[config.mk]
export PLATFORM = sky130hd
export DESIGN_NAME = rxq_top
export DESIGN_NICKNAME = d
export VERILOG_FILES = /design/src/hw/rxq_pkg.sv /design/src/hw/rxq_top.sv /design/src/hw/queue_csr.sv /design/src/hw/read_queue.sv /design/src/hw/sync_fifo.sv
export SDC_FILE = /design/constraint.sdc
export NUM_CORES = 1
export LEC_CHECK = 0
export CELL_PAD_IN_SITES_DETAIL_PLACEMENT = 0
export CELL_PAD_IN_SITES_GLOBAL_PLACEMENT = 1
export CORE_MARGIN = 2
export CORE_UTILIZATION = 36
export CTS_BUF_LIST = sky130_fd_sc_hd__clkbuf_2 sky130_fd_sc_hd__clkbuf_4 sky130_fd_sc_hd__clkbuf_8
export CTS_CLUSTER_SIZE = 16
export DETAILED_ROUTE_END_ITERATION = 8
export DONT_BUFFER_PORTS = 1
export PLACE_DENSITY = 0.66
export REMOVE_ABC_BUFFERS = 1
export SYNTH_ARGS = -nofsm -noshare
export SYNTH_HDL_FRONTEND = slang
export SYNTH_SLANG_ARGS = --single-unit
[constraint.sdc]
create_clock -name clk_i -period 5.24 [get_ports clk_i]
set_input_delay 0.524 -clock clk_i [delete_from_list [all_inputs] [get_ports clk_i]]
set_output_delay 0.524 -clock clk_i [all_outputs]
set_load 0.1 [all_outputs]
[src/hw/rxq_pkg.sv]
// Register map, host bus structs, control-word views and queue status type
package rxq_pkg;

  // Queue entry and register word width
  parameter int unsigned DATA_W = 32;

  // Threshold field width
  parameter int unsigned THLD_W = 3;

  typedef enum logic [1:0] {
    DATA            = 2'd0,
    QUEUE_THLD_CTRL = 2'd1,
    QUEUE_RST_CTRL  = 2'd2,
    QUEUE_STATUS    = 2'd3
  } csr_addr_e;

  // Host request, held stable while req is high
  typedef struct packed {
    logic              req;
    logic              we;
    csr_addr_e         addr;
    logic [DATA_W-1:0] wdata;
  } csr_req_t;

  typedef struct packed {
    logic              ack;
    logic [DATA_W-1:0] rdata;
  } csr_rsp_t;

  typedef struct packed {
    logic [DATA_W-THLD_W-1:0] rsvd;
    logic [THLD_W-1:0]        thld;
  } thld_view_t;

  typedef struct packed {
    logic [DATA_W-2:0] rsvd;
    logic              soft_rst;
  } rst_view_t;

  // One control word, two decodings
  typedef union packed {
    thld_view_t thld;
    rst_view_t  rst;
  } csr_word_u;

  typedef struct packed {
    logic empty;
    logic full;
    logic above_thld;
  } queue_status_t;

endpackage
[src/hw/rxq_top.sv]
// Top level of the receive path, register block beside the read queue
`timescale 1ns/1ns

module rxq_top #(
  parameter int unsigned DEPTH = 8,
  parameter int unsigned THLD_IS_POW = 0
) (
  input  logic                       clk_i,
  input  logic                       rst_ni,
  input  logic                       wvalid_i,
  output logic                       wready_o,
  input  logic [rxq_pkg::DATA_W-1:0] wdata_i,
  input  rxq_pkg::csr_req_t          csr_req_i,
  output rxq_pkg::csr_rsp_t          csr_rsp_o,
  output rxq_pkg::queue_status_t     status_o
);

  import rxq_pkg::*;

  logic              pop_req;
  logic              pop_ack;
  logic [DATA_W-1:0] pop_data;
  logic [THLD_W-1:0] thld;
  logic [THLD_W-1:0] thld_clamped;
  logic              soft_rst;
  logic              soft_rst_done;

  queue_csr u_csr (
    .clk_i,
    .rst_ni,
    .csr_req_i,
    .csr_rsp_o,
    .thld_o         (thld),
    .thld_clamped_i (thld_clamped),
    .soft_rst_o     (soft_rst),
    .soft_rst_done_i(soft_rst_done),
    .status_i       (status_o),
    .pop_req_o      (pop_req),
    .pop_ack_i      (pop_ack),
    .pop_data_i     (pop_data)
  );

  read_queue #(
    .DEPTH      (DEPTH),
    .THLD_IS_POW(THLD_IS_POW)
  ) u_queue (
    .clk_i,
    .rst_ni,
    .wvalid_i,
    .wready_o,
    .wdata_i,
    .pop_req_i      (pop_req),
    .pop_ack_o      (pop_ack),
    .pop_data_o     (pop_data),
    .thld_i         (thld),
    .thld_clamped_o (thld_clamped),
    .soft_rst_i     (soft_rst),
    .soft_rst_done_o(soft_rst_done),
    .status_o
  );

endmodule

[src/hw/queue_csr.sv]
// Register block for the read queue with host handshake and pop bridge
`timescale 1ns/1ns

module queue_csr (
  input  logic                       clk_i,
  input  logic                       rst_ni,
  input  rxq_pkg::csr_req_t          csr_req_i,
  output rxq_pkg::csr_rsp_t          csr_rsp_o,
  output logic [rxq_pkg::THLD_W-1:0] thld_o,
  input  logic [rxq_pkg::THLD_W-1:0] thld_clamped_i,
  output logic                       soft_rst_o,
  input  logic                       soft_rst_done_i,
  input  rxq_pkg::queue_status_t     status_i,
  output logic                       pop_req_o,
  input  logic                       pop_ack_i,
  input  logic [rxq_pkg::DATA_W-1:0] pop_data_i
);

  import rxq_pkg::*;

  typedef enum logic [1:0] {
    ST_IDLE,
    ST_ACCESS,
    ST_POP_WAIT,
    ST_RESP
  } state_e;

  state_e            state_q;
  logic              we_q;
  csr_addr_e         addr_q;
  csr_word_u         wword_q;
  csr_word_u         rword;
  logic              ack_q;
  logic [DATA_W-1:0] rdata_q;
  logic [THLD_W-1:0] thld_q;
  logic              soft_rst_q;
  logic              pop_req_q;
  logic              data_read;

  assign data_read = ~we_q && (addr_q == DATA);

  // Readback word for the plain registers
  always_comb begin
    rword = '0;
    case (addr_q)
      QUEUE_THLD_CTRL: rword.thld.thld = thld_clamped_i;
      QUEUE_RST_CTRL:  rword.rst.soft_rst = soft_rst_q;
      QUEUE_STATUS:    rword = DATA_W'(status_i);
      default:         rword = '0;
    endcase
  end

  always_ff @(posedge clk_i or negedge rst_ni) begin
    if (!rst_ni) begin
      state_q    <= ST_IDLE;
      ack_q      <= 1'b0;
      pop_req_q  <= 1'b0;
      thld_q     <= '0;
      soft_rst_q <= 1'b0;
    end else begin
      pop_req_q <= 1'b0;
      // Self-clearing once the queue reports the flush done
      if (soft_rst_done_i) begin
        soft_rst_q <= 1'b0;
      end
      case (state_q)
        ST_IDLE: begin
          if (csr_req_i.req) begin
            state_q <= ST_ACCESS;
          end
        end
        ST_ACCESS: begin
          if (data_read) begin
            pop_req_q <= 1'b1;
            state_q   <= ST_POP_WAIT;
          end else begin
            ack_q   <= 1'b1;
            state_q <= ST_RESP;
            // Each address decodes the word through its own view
            if (we_q && addr_q == QUEUE_THLD_CTRL) begin
              thld_q <= wword_q.thld.thld;
            end
            if (we_q && addr_q == QUEUE_RST_CTRL && wword_q.rst.soft_rst) begin
              soft_rst_q <= 1'b1;
            end
          end
        end
        ST_POP_WAIT: begin
          // Empty queue keeps us here until a word arrives
          if (pop_ack_i) begin
            ack_q   <= 1'b1;
            state_q <= ST_RESP;
          end
        end
        ST_RESP: begin
          if (!csr_req_i.req) begin
            ack_q   <= 1'b0;
            state_q <= ST_IDLE;
          end
        end
        default: state_q <= ST_IDLE;
      endcase
    end
  end

  // Request fields and read data
  always_ff @(posedge clk_i) begin
    if (state_q == ST_IDLE && csr_req_i.req) begin
      we_q    <= csr_req_i.we;
      addr_q  <= csr_req_i.addr;
      wword_q <= csr_req_i.wdata;
    end
    if (state_q == ST_ACCESS) begin
      rdata_q <= rword;
    end else if (state_q == ST_POP_WAIT && pop_ack_i) begin
      rdata_q <= pop_data_i;
    end
  end

  assign csr_rsp_o.ack   = ack_q;
  assign csr_rsp_o.rdata = rdata_q;
  assign thld_o          = thld_q;
  assign soft_rst_o      = soft_rst_q;
  assign pop_req_o       = pop_req_q;

endmodule

[src/hw/read_queue.sv]
// Read queue with threshold clamping, soft-reset flush and one-cycle pop port
`timescale 1ns/1ns

module read_queue #(
  parameter int unsigned DEPTH = 8,
  parameter int unsigned THLD_IS_POW = 0,
  localparam int unsigned DEPTH_W = $clog2(DEPTH + 1)
) (
  input  logic                       clk_i,
  input  logic                       rst_ni,
  input  logic                       wvalid_i,
  output logic                       wready_o,
  input  logic [rxq_pkg::DATA_W-1:0] wdata_i,
  input  logic                       pop_req_i,
  output logic                       pop_ack_o,
  output logic [rxq_pkg::DATA_W-1:0] pop_data_o,
  input  logic [rxq_pkg::THLD_W-1:0] thld_i,
  output logic [rxq_pkg::THLD_W-1:0] thld_clamped_o,
  input  logic                       soft_rst_i,
  output logic                       soft_rst_done_o,
  output rxq_pkg::queue_status_t     status_o
);

  import rxq_pkg::*;

  // Largest exponent in power mode
  localparam int POW_MAX = $clog2(DEPTH) - 2;

  logic [THLD_W-1:0]  thld_q;
  logic [THLD_W-1:0]  thld_next;
  logic [DEPTH_W-1:0] thld_level;
  logic               fifo_wvalid;
  logic               fifo_wready;
  logic               fifo_rvalid;
  logic               fifo_rready;
  logic [DATA_W-1:0]  fifo_rdata;
  logic [DEPTH_W-1:0] fifo_depth;
  logic               fifo_full;
  logic               fifo_pop;

  // Writer holds its word while a flush is under way
  assign fifo_wvalid = wvalid_i & ~soft_rst_i;
  assign wready_o    = fifo_wready & ~soft_rst_i;

  assign fifo_pop = fifo_rready & fifo_rvalid;

  always_comb begin
    if (THLD_IS_POW == 0) begin
      // Linear threshold must stay below DEPTH
      thld_next = (32'(thld_q) >= DEPTH) ? THLD_W'(DEPTH - 1) : thld_q;
    end else begin
      // Level is 2^(t+1), also below DEPTH
      thld_next = ((32'd1 << (32'(thld_q) + 1)) >= DEPTH) ? THLD_W'(POW_MAX) : thld_q;
    end
  end

  always_comb begin
    if (THLD_IS_POW == 0) begin
      thld_level = DEPTH_W'(thld_clamped_o);
    end else begin
      thld_level = DEPTH_W'(1) << (32'(thld_clamped_o) + 1);
    end
  end

  assign status_o.empty      = (fifo_depth == '0);
  assign status_o.full       = fifo_full;
  assign status_o.above_thld = (thld_clamped_o != '0) && (fifo_depth >= thld_level);

  // Input stage, then clamp
  always_ff @(posedge clk_i or negedge rst_ni) begin
    if (!rst_ni) begin
      thld_q         <= '0;
      thld_clamped_o <= '0;
    end else begin
      thld_q         <= thld_i;
      thld_clamped_o <= thld_next;
    end
  end

  // The clear lands on the same edge, so the queue is empty with the pulse
  always_ff @(posedge clk_i or negedge rst_ni) begin
    if (!rst_ni) begin
      soft_rst_done_o <= 1'b0;
    end else begin
      soft_rst_done_o <= soft_rst_i & ~soft_rst_done_o;
    end
  end

  // Pop port, a pending request waits for data
  always_ff @(posedge clk_i or negedge rst_ni) begin
    if (!rst_ni) begin
      fifo_rready <= 1'b0;
      pop_ack_o   <= 1'b0;
    end else if (soft_rst_i) begin
      fifo_rready <= 1'b0;
      pop_ack_o   <= 1'b0;
    end else begin
      pop_ack_o <= fifo_pop;
      if (fifo_pop) begin
        fifo_rready <= 1'b0;
      end else if (pop_req_i) begin
        fifo_rready <= 1'b1;
      end
    end
  end

  always_ff @(posedge clk_i) begin
    if (fifo_pop) begin
      pop_data_o <= fifo_rdata;
    end
  end

  sync_fifo #(
    .DEPTH(DEPTH)
  ) u_fifo (
    .clk_i,
    .rst_ni,
    .clr_i   (soft_rst_i),
    .wvalid_i(fifo_wvalid),
    .wready_o(fifo_wready),
    .wdata_i,
    .rvalid_o(fifo_rvalid),
    .rready_i(fifo_rready),
    .rdata_o (fifo_rdata),
    .depth_o (fifo_depth),
    .full_o  (fifo_full)
  );

  // An acknowledged pop took a word that was really stored
  a_no_ack_when_empty: assert property (
    @(posedge clk_i) disable iff (!rst_ni)
    pop_ack_o |-> !$past(status_o.empty)
  );

  a_done_in_soft_rst: assert property (
    @(posedge clk_i) disable iff (!rst_ni)
    soft_rst_done_o |-> soft_rst_i
  );

endmodule

[src/hw/sync_fifo.sv]
// Synchronous FIFO with clear, fill count and first-word read data
`timescale 1ns/1ns

module sync_fifo #(
  parameter int unsigned DEPTH = 8,
  localparam int unsigned DEPTH_W = $clog2(DEPTH + 1)
) (
  input  logic                      clk_i,
  input  logic                      rst_ni,
  input  logic                      clr_i,
  input  logic                      wvalid_i,
  output logic                      wready_o,
  input  logic [rxq_pkg::DATA_W-1:0] wdata_i,
  output logic                      rvalid_o,
  input  logic                      rready_i,
  output logic [rxq_pkg::DATA_W-1:0] rdata_o,
  output logic [DEPTH_W-1:0]        depth_o,
  output logic                      full_o
);

  import rxq_pkg::*;

  localparam int unsigned PTR_W = (DEPTH > 1) ? $clog2(DEPTH) : 1;

  logic [DATA_W-1:0] mem [DEPTH];
  logic [PTR_W-1:0]  wr_ptr_q;
  logic [PTR_W-1:0]  rd_ptr_q;
  logic [DEPTH_W-1:0] count_q;
  logic              push;
  logic              pop;

  assign full_o   = (count_q == DEPTH_W'(DEPTH));
  assign wready_o = ~full_o;
  assign rvalid_o = (count_q != '0);
  assign depth_o  = count_q;

  assign push = wvalid_i & wready_o;
  assign pop  = rvalid_o & rready_i;

  // Head entry is always presented
  assign rdata_o = mem[rd_ptr_q];

  always_ff @(posedge clk_i) begin
    if (push) begin
      mem[wr_ptr_q] <= wdata_i;
    end
  end

  always_ff @(posedge clk_i or negedge rst_ni) begin
    if (!rst_ni) begin
      wr_ptr_q <= '0;
      rd_ptr_q <= '0;
      count_q  <= '0;
    end else if (clr_i) begin
      wr_ptr_q <= '0;
      rd_ptr_q <= '0;
      count_q  <= '0;
    end else begin
      if (push) begin
        wr_ptr_q <= (wr_ptr_q == PTR_W'(DEPTH - 1)) ? '0 : wr_ptr_q + 1'b1;
      end
      if (pop) begin
        rd_ptr_q <= (rd_ptr_q == PTR_W'(DEPTH - 1)) ? '0 : rd_ptr_q + 1'b1;
      end
      // Simultaneous push and pop keep the count
      case ({push, pop})
        2'b10:   count_q <= count_q + 1'b1;
        2'b01:   count_q <= count_q - 1'b1;
        default: count_q <= count_q;
      endcase
    end
  end

  // Fill count stays within the memory, also across clears and wrap
  a_depth_bound: assert property (
    @(posedge clk_i) disable iff (!rst_ni)
    depth_o <= DEPTH_W'(DEPTH)
  );

endmodule

# After elaboration in Yosys (flattened, before gate mapping)
# Memory sizes are Yosys's and may differ from the RTL's. A register that Yosys moved wholly into a read port is not among the register bits.
# Cells that the tools add are included.
[word_totals] regBits=65 ramBits=256 inputBits=71 output_inout_bits=37 wordCells=103 memories=1
[classes] add_sub_neg=4 n_lt_le_gt_ge=1 n_eq_ne=15 n_mux=33 n_bitwise=10 n_reduce_logical=21
[memory_table] name="u_queue.u_fifo.mem" depth=8 width=32 rd=1 rd_clocked_by_memory_dff=1 write_ports=1 line="sync_fifo.sv:25" rtl="logic [DATA_W-1:0] mem [DEPTH];"
[ops] operator="$mux 3" count=8
[ops] operator="$mux 1" count=16
[ops] operator="$reduce_bool 3->1" count=4
[ops] operator="$eq 2x2->1 const B" count=5
[ops] operator="$pmux 2 s4" count=1
[ops] operator="$pmux 4 s2" count=1
[ops] operator="$logic_and 1x1->1" count=7
[ops] operator="$add 3x1->3 const B" count=2
[ops] operator="$eq 2x1->1 const B" count=3
[ops] operator="$eq 3x3->1 const B" count=2
[ops] operator="$mux 2" count=3
[ops] operator="$ne 2x2->1 const B" count=3
[ops] operator="$pmux 1 s3" count=2
[ops] operator="$reduce_and 3->1" count=2
[ops] operator="$reduce_bool 2->1" count=3
[ops] operator="$and 1x1->1" count=5
[ops] operator="$not 1->1" count=5
[ops] operator="$add 4x1->4 const B" count=1
[ops] operator="$eq 4x4->1 const B" count=1
[ops] operator="$ge 4x3->1" count=1
[ops] operator="$logic_not 2->1" count=2
[ops] operator="$logic_not 4->1" count=1
[ops] operator="$mux 4" count=1
[ops] operator="$pmux 2 s2" count=1
[ops] operator="other kinds (4)" count=4

# Longest topological paths before layout
[depth] depth_word=6 depth_mapped=10 mapped_depth_nobuf=9

# By module
# From an unflattened synthesis, not the netlist that was laid out.
[unflattened] cells_unflattened=710 hier_area_um2=13506.7
[modules_own_cells] mod="sync_fifo" n_inst=1 cells_per_inst=459 area_each_um2=10361.2 seq_area_each_um2=7937.6
[modules_own_cells] mod="queue_csr" n_inst=1 cells_per_inst=189 area_each_um2=1815.5 seq_area_each_um2=1051.0
[modules_own_cells] mod="read_queue" n_inst=1 cells_per_inst=62 area_each_um2=1330.0 seq_area_each_um2=1186.1

# Least setup slack after synthesis
# Ideal clock, no wire load.
[synth_path] kind="flip-flop to flip-flop" from="reg u_queue.u_fifo.count_q[1], in the netlist u_queue.u_fifo.depth_o[1]" to="reg u_queue.u_fifo.count_q[3], in the netlist u_queue.u_fifo.depth_o[3]" setup_time_ns=0.104 arrival_time_ns=3.867 required_ns=5.136 setup_slack_ns=1.269 path_stages_with_launch=11 path_buffers=1 period_less_slack_ns=3.971 cell_sequence="dfrtp_1 nor4_2 or2b_2 buf_6 nor2_1 ha_1 nand3_1 nand2_1 nand3_1 a21boi_0 o311ai_1"
[synth_via] elab_chain_cells=6 word_cells_on_any_way=12 classes_between="add/sub (2); eq/ne (3); mux (2); bitwise (3); reduce/logical (2)"
[synth_rtl] element="start, declared" line="sync_fifo.sv:28" rtl="logic [DEPTH_W-1:0] count_q;"
[synth_rtl] element="start signal, assigned" line="sync_fifo.sv:67" rtl="2'b10: count_q <= count_q + 1'b1;"
[synth_rtl] element="start signal, assigned" line="sync_fifo.sv:68" rtl="2'b01: count_q <= count_q - 1'b1;"
[synth_rtl] element="start signal, assigned" line="sync_fifo.sv:69" rtl="default: count_q <= count_q;"
[synth_rtl] element="$eq 4x4->1" line="sync_fifo.sv:32" rtl="assign full_o = (count_q == DEPTH_W'(DEPTH));"
[synth_rtl] element="$not 1->1" line="sync_fifo.sv:33" rtl="assign wready_o = ~full_o;"
[synth_rtl] element="$and 1x1->1" line="sync_fifo.sv:37" rtl="assign push = wvalid_i & wready_o;"
[synth_rtl] element="$eq 2x1->1 / $eq 2x2->1 (equally long branches)" line="sync_fifo.sv:66" rtl="case ({push, pop})"
[synth_rtl] element="$pmux 4 s2" line="sync_fifo.sv:66"
[synth_rtl] element="$mux 4" line="sync_fifo.sv:54" rtl="end else if (clr_i) begin"
# Parallel ways exist; a longest one is shown, timed or not.
# A chain may end at the register's enable or synchronous reset.

==> metrics.txt <==
Post-synth EDFFs=297; internal power=5478 uW; # nets final=approximately 860; area grow syn2layout=16.64%; CTS Buffer Depth=3; Min-Delay Path Class=input pin to register; P_sw=2390 uW; CP startpoint=u_queue.u_fifo.depth_o[0]$_DFFE_PN0P_; Final Util=0.4265; largest net degree at the start of global routing=43; #FFs+latches synth=approximately 350; first-pass GRT wire length=40740 um; Synth cell types=between 40 and 50; Clk pin slew, worst setup/hold paths=60 ps; H-Tree Depth=2; TNS Setup=0 ps; Slew HR=0.2760; CP max stage cell=and2_1; fin worst setup slack=2087 ps; Post-DP HPWL=14590 um; R2R depth=5; CP endpoint=status_o[0]; drc violations=0; Die X=196.8 um; CP bufs+invs=1; gr usage total=0.1410; Worst Skew=29.08 ps; Die H=196.8 um; Core Box Area=~0.037 sq mm; R2R Path Start=u_csr.soft_rst_o$_DFF_PN0_; share of synthesized area occupied by flip-flops and latches=0.7601; Flop pwr share=0.503; Synth Warn #=0; layout cells sized above 1=0.2743; Tcrit/Tclk final=0.6017; router iterations before antenna repair=4; clock buffer count from CTS=56; Critical Path RT=4720 ps; critical path type=register to primary output; fillcell total=approximately 3200; post-cts sizing count=0; Port Buf Inserts=0; antenna violations before repair=1; crit-path max FO=7; Routed WL=between 20000 and 30000 um; crit path launch type=register; drt initial violations=411; total gr overflow=0; Power Total=7868 uW; Cell Chain, Critical Path=inv_1 -> ha_1 -> nand2b_1 -> a21o_1 -> a211o_1 -> and2_1; die area=0.03874 sq mm; diode count=0; Fin. Hold Viols=0; final slew viol count=0; worst slew pin tran=approximately 1100 ps; Final Setup Violations=0; Largest stage delay, worst path=780 ps; Worst VDD drop=0.1992 mV; Routed Antenna Nets=0; Post-Syn Instances=695; Vias=6419; clk sink count=about 350; Post-CTS Setup Bufs=0; kind of end point of the critical path=primary output; R2R setup slack=2430 ps; hold_buf cts=40; I/O Pins=between 100 and 150; Leak=0.005092 uW; sw frac=0.3038; most common cell after layout, fill and taps aside=edfxtp_1; FF-to-FF End=u_queue.u_fifo.mem[0][9]$_DFFE_PP_; most frequent cells in the layout=edfxtp_1, nand2_1, clkbuf_8; RSZ-0062 raised after global routing=no; Root Driver=clkbuf_8; Avg Synthesized Cell Area=19.26 sq um; Async S/R FF share, synth=0.07649; vias in the first global route=6703; WL per Instance=20.66 um; WP depth=6; Post-synth top flop=edfxtp_1; Max Clock Freq=around 0.32 GHz; max_cap viols=0; Sequential Area=0.01018 sq mm; routed vias/inst=4.968; minimum clock period=3153 ps; Initial Util=0.3657; worst skew pair latency=620 ps; data arrival time of the worst path=2630 ps; status=completed; Clock Power Share=0.302; Mapped Area=0.01339 sq mm; area of the multi-input gates=0.003058 sq mm; num rows=70; Pwr per Cell Area=503.9 mW/mm^2; Comb pwr share=0.196; TritonCTS clock tree=yes; RD Place Congestion=0.7195; DP Worst Slack=2351 ps; delay-heaviest family, CP=simple AND/OR/NAND/NOR gates
## how the worst min path moves through the flow
stage,startpoint,cells past startpoint,slack [ps],endpoint
floorplan,rst_ni,0,230,u_csr.ack_q$_DFFE_PN0P_
global placement,rst_ni,0,230,u_queue.u_fifo.depth_o[0]$_DFFE_PN0P_
detailed placement,rst_ni,0,230,u_queue.u_fifo.depth_o[0]$_DFFE_PN0P_
CTS,csr_req_i[35],2,50,u_csr.ack_q$_DFFE_PN0P_
global route,csr_req_i[35],2,80,u_csr.ack_q$_DFFE_PN0P_
finish,csr_req_i[35],2,90,u_csr.ack_q$_DFFE_PN0P_
## power groups by stage
stage	Combinational, uW	Sequential (uW)	Clock [uW]
2_1_floorplan	1090	3980	0
3_3_place_gp	1510	4010	0
3_5_place_dp	1520	4020	0
4_1_cts	1580	3970	2440
5_1_grt	1690	4010	2570
6_report	1540	3960	2370
## routing by layer
| metal | GRT usage | wire [um] | share of wire | vias to the layer above |
|---|---|---|---|---|
| li1 | - | - | - | 2913 |
| met1 | 0.1956 | 12440 | 0.47 | 3322 |
| met2 | 0.2193 | 12350 | 0.46 | 140 |
| met3 | 0.03747 | 1400 | 0.052 | 42 |
| met4 | 0.04205 | 491 | 0.018 | 2 |
| met5 | 0 | 7 | 0.00026 | - |
## metrics by stage
| step | std cells | instance area [sq um] | hold WS [ps] |
|---|---|---|---|
| after floorplan | 661 | 13200 | 228.4 |
| after global placement | 1146 | 14030 | 229.8 |
| final | 1292 | 15610 | 90.53 |
| after global routing | 1292 | 15610 | 75.61 |
| after CTS | 1292 | 15610 | 54.34 |
| after detailed placement | 1146 | 14030 | 230.0 |
## logic make-up after synthesis
| kind of cell | count (synthesis) | share of synthesized area |
|---|---|---|
| DFF | 353 | 0.7601 |
| AOI/OAI and AO/OA | 59 | 0.02580 |
| adders and majority gates | 15 | 0.01458 |
| muxes | 102 | 0.1394 |
| and+or+nand+nor | 119 | 0.04103 |
| buffers and inverters | 44 | 0.01664 |
| xor gates and xnor gates | 3 | 0.002524 |
## cell usage after synthesis (all sizes together), types with 2 or more instances
cell,count,share of area
o22ai,2,0.00093
dfxtp,29,0.043
nor2b,4,0.0019
nand3,6,0.0022
dfrtp,27,0.050
a22oi,3,0.0017
edfxtp,297,0.67
nand2,69,0.019
o21ai,6,0.0022
mux2i,3,0.0022
mux4,64,0.11
a21oi,34,0.013
ha,14,0.013
clkbuf,17,0.0048
inv,10,0.0028
buf,17,0.0091
and2,3,0.0014
nor3,5,0.0022
a31oi,2,0.00093
nor4b,2,0.0024
nand2b,5,0.0023
mux2,35,0.029
nor2,18,0.0050
o211ai,3,0.0017
xnor2,2,0.0019
or3,2,0.00093
## layout make-up
class	count	area share
flip-flops and latches	353	0.6520
multi-input cells	298	0.1958
clock buffers	79	0.06403
well taps	468	0.03750
repair buffers	57	0.03734
clock inverters	27	0.01090
inverters	10	0.002404
## registers in the layout, indices dropped and copies added, names as in the netlist, 3 cells and up
name	flops
u_queue.thld_clamped_o	3
u_csr.rdata_q	32
u_queue.u_fifo.mem	256
u_queue.u_fifo.depth_o	4
u_queue.pop_data_o	32
u_queue.thld_next	3
u_queue.u_fifo.wr_ptr_q	3
u_queue.u_fifo.rd_ptr_q	3
u_csr.thld_o	3
u_csr.wword_q	3
(Power assumes the default switching activity.)
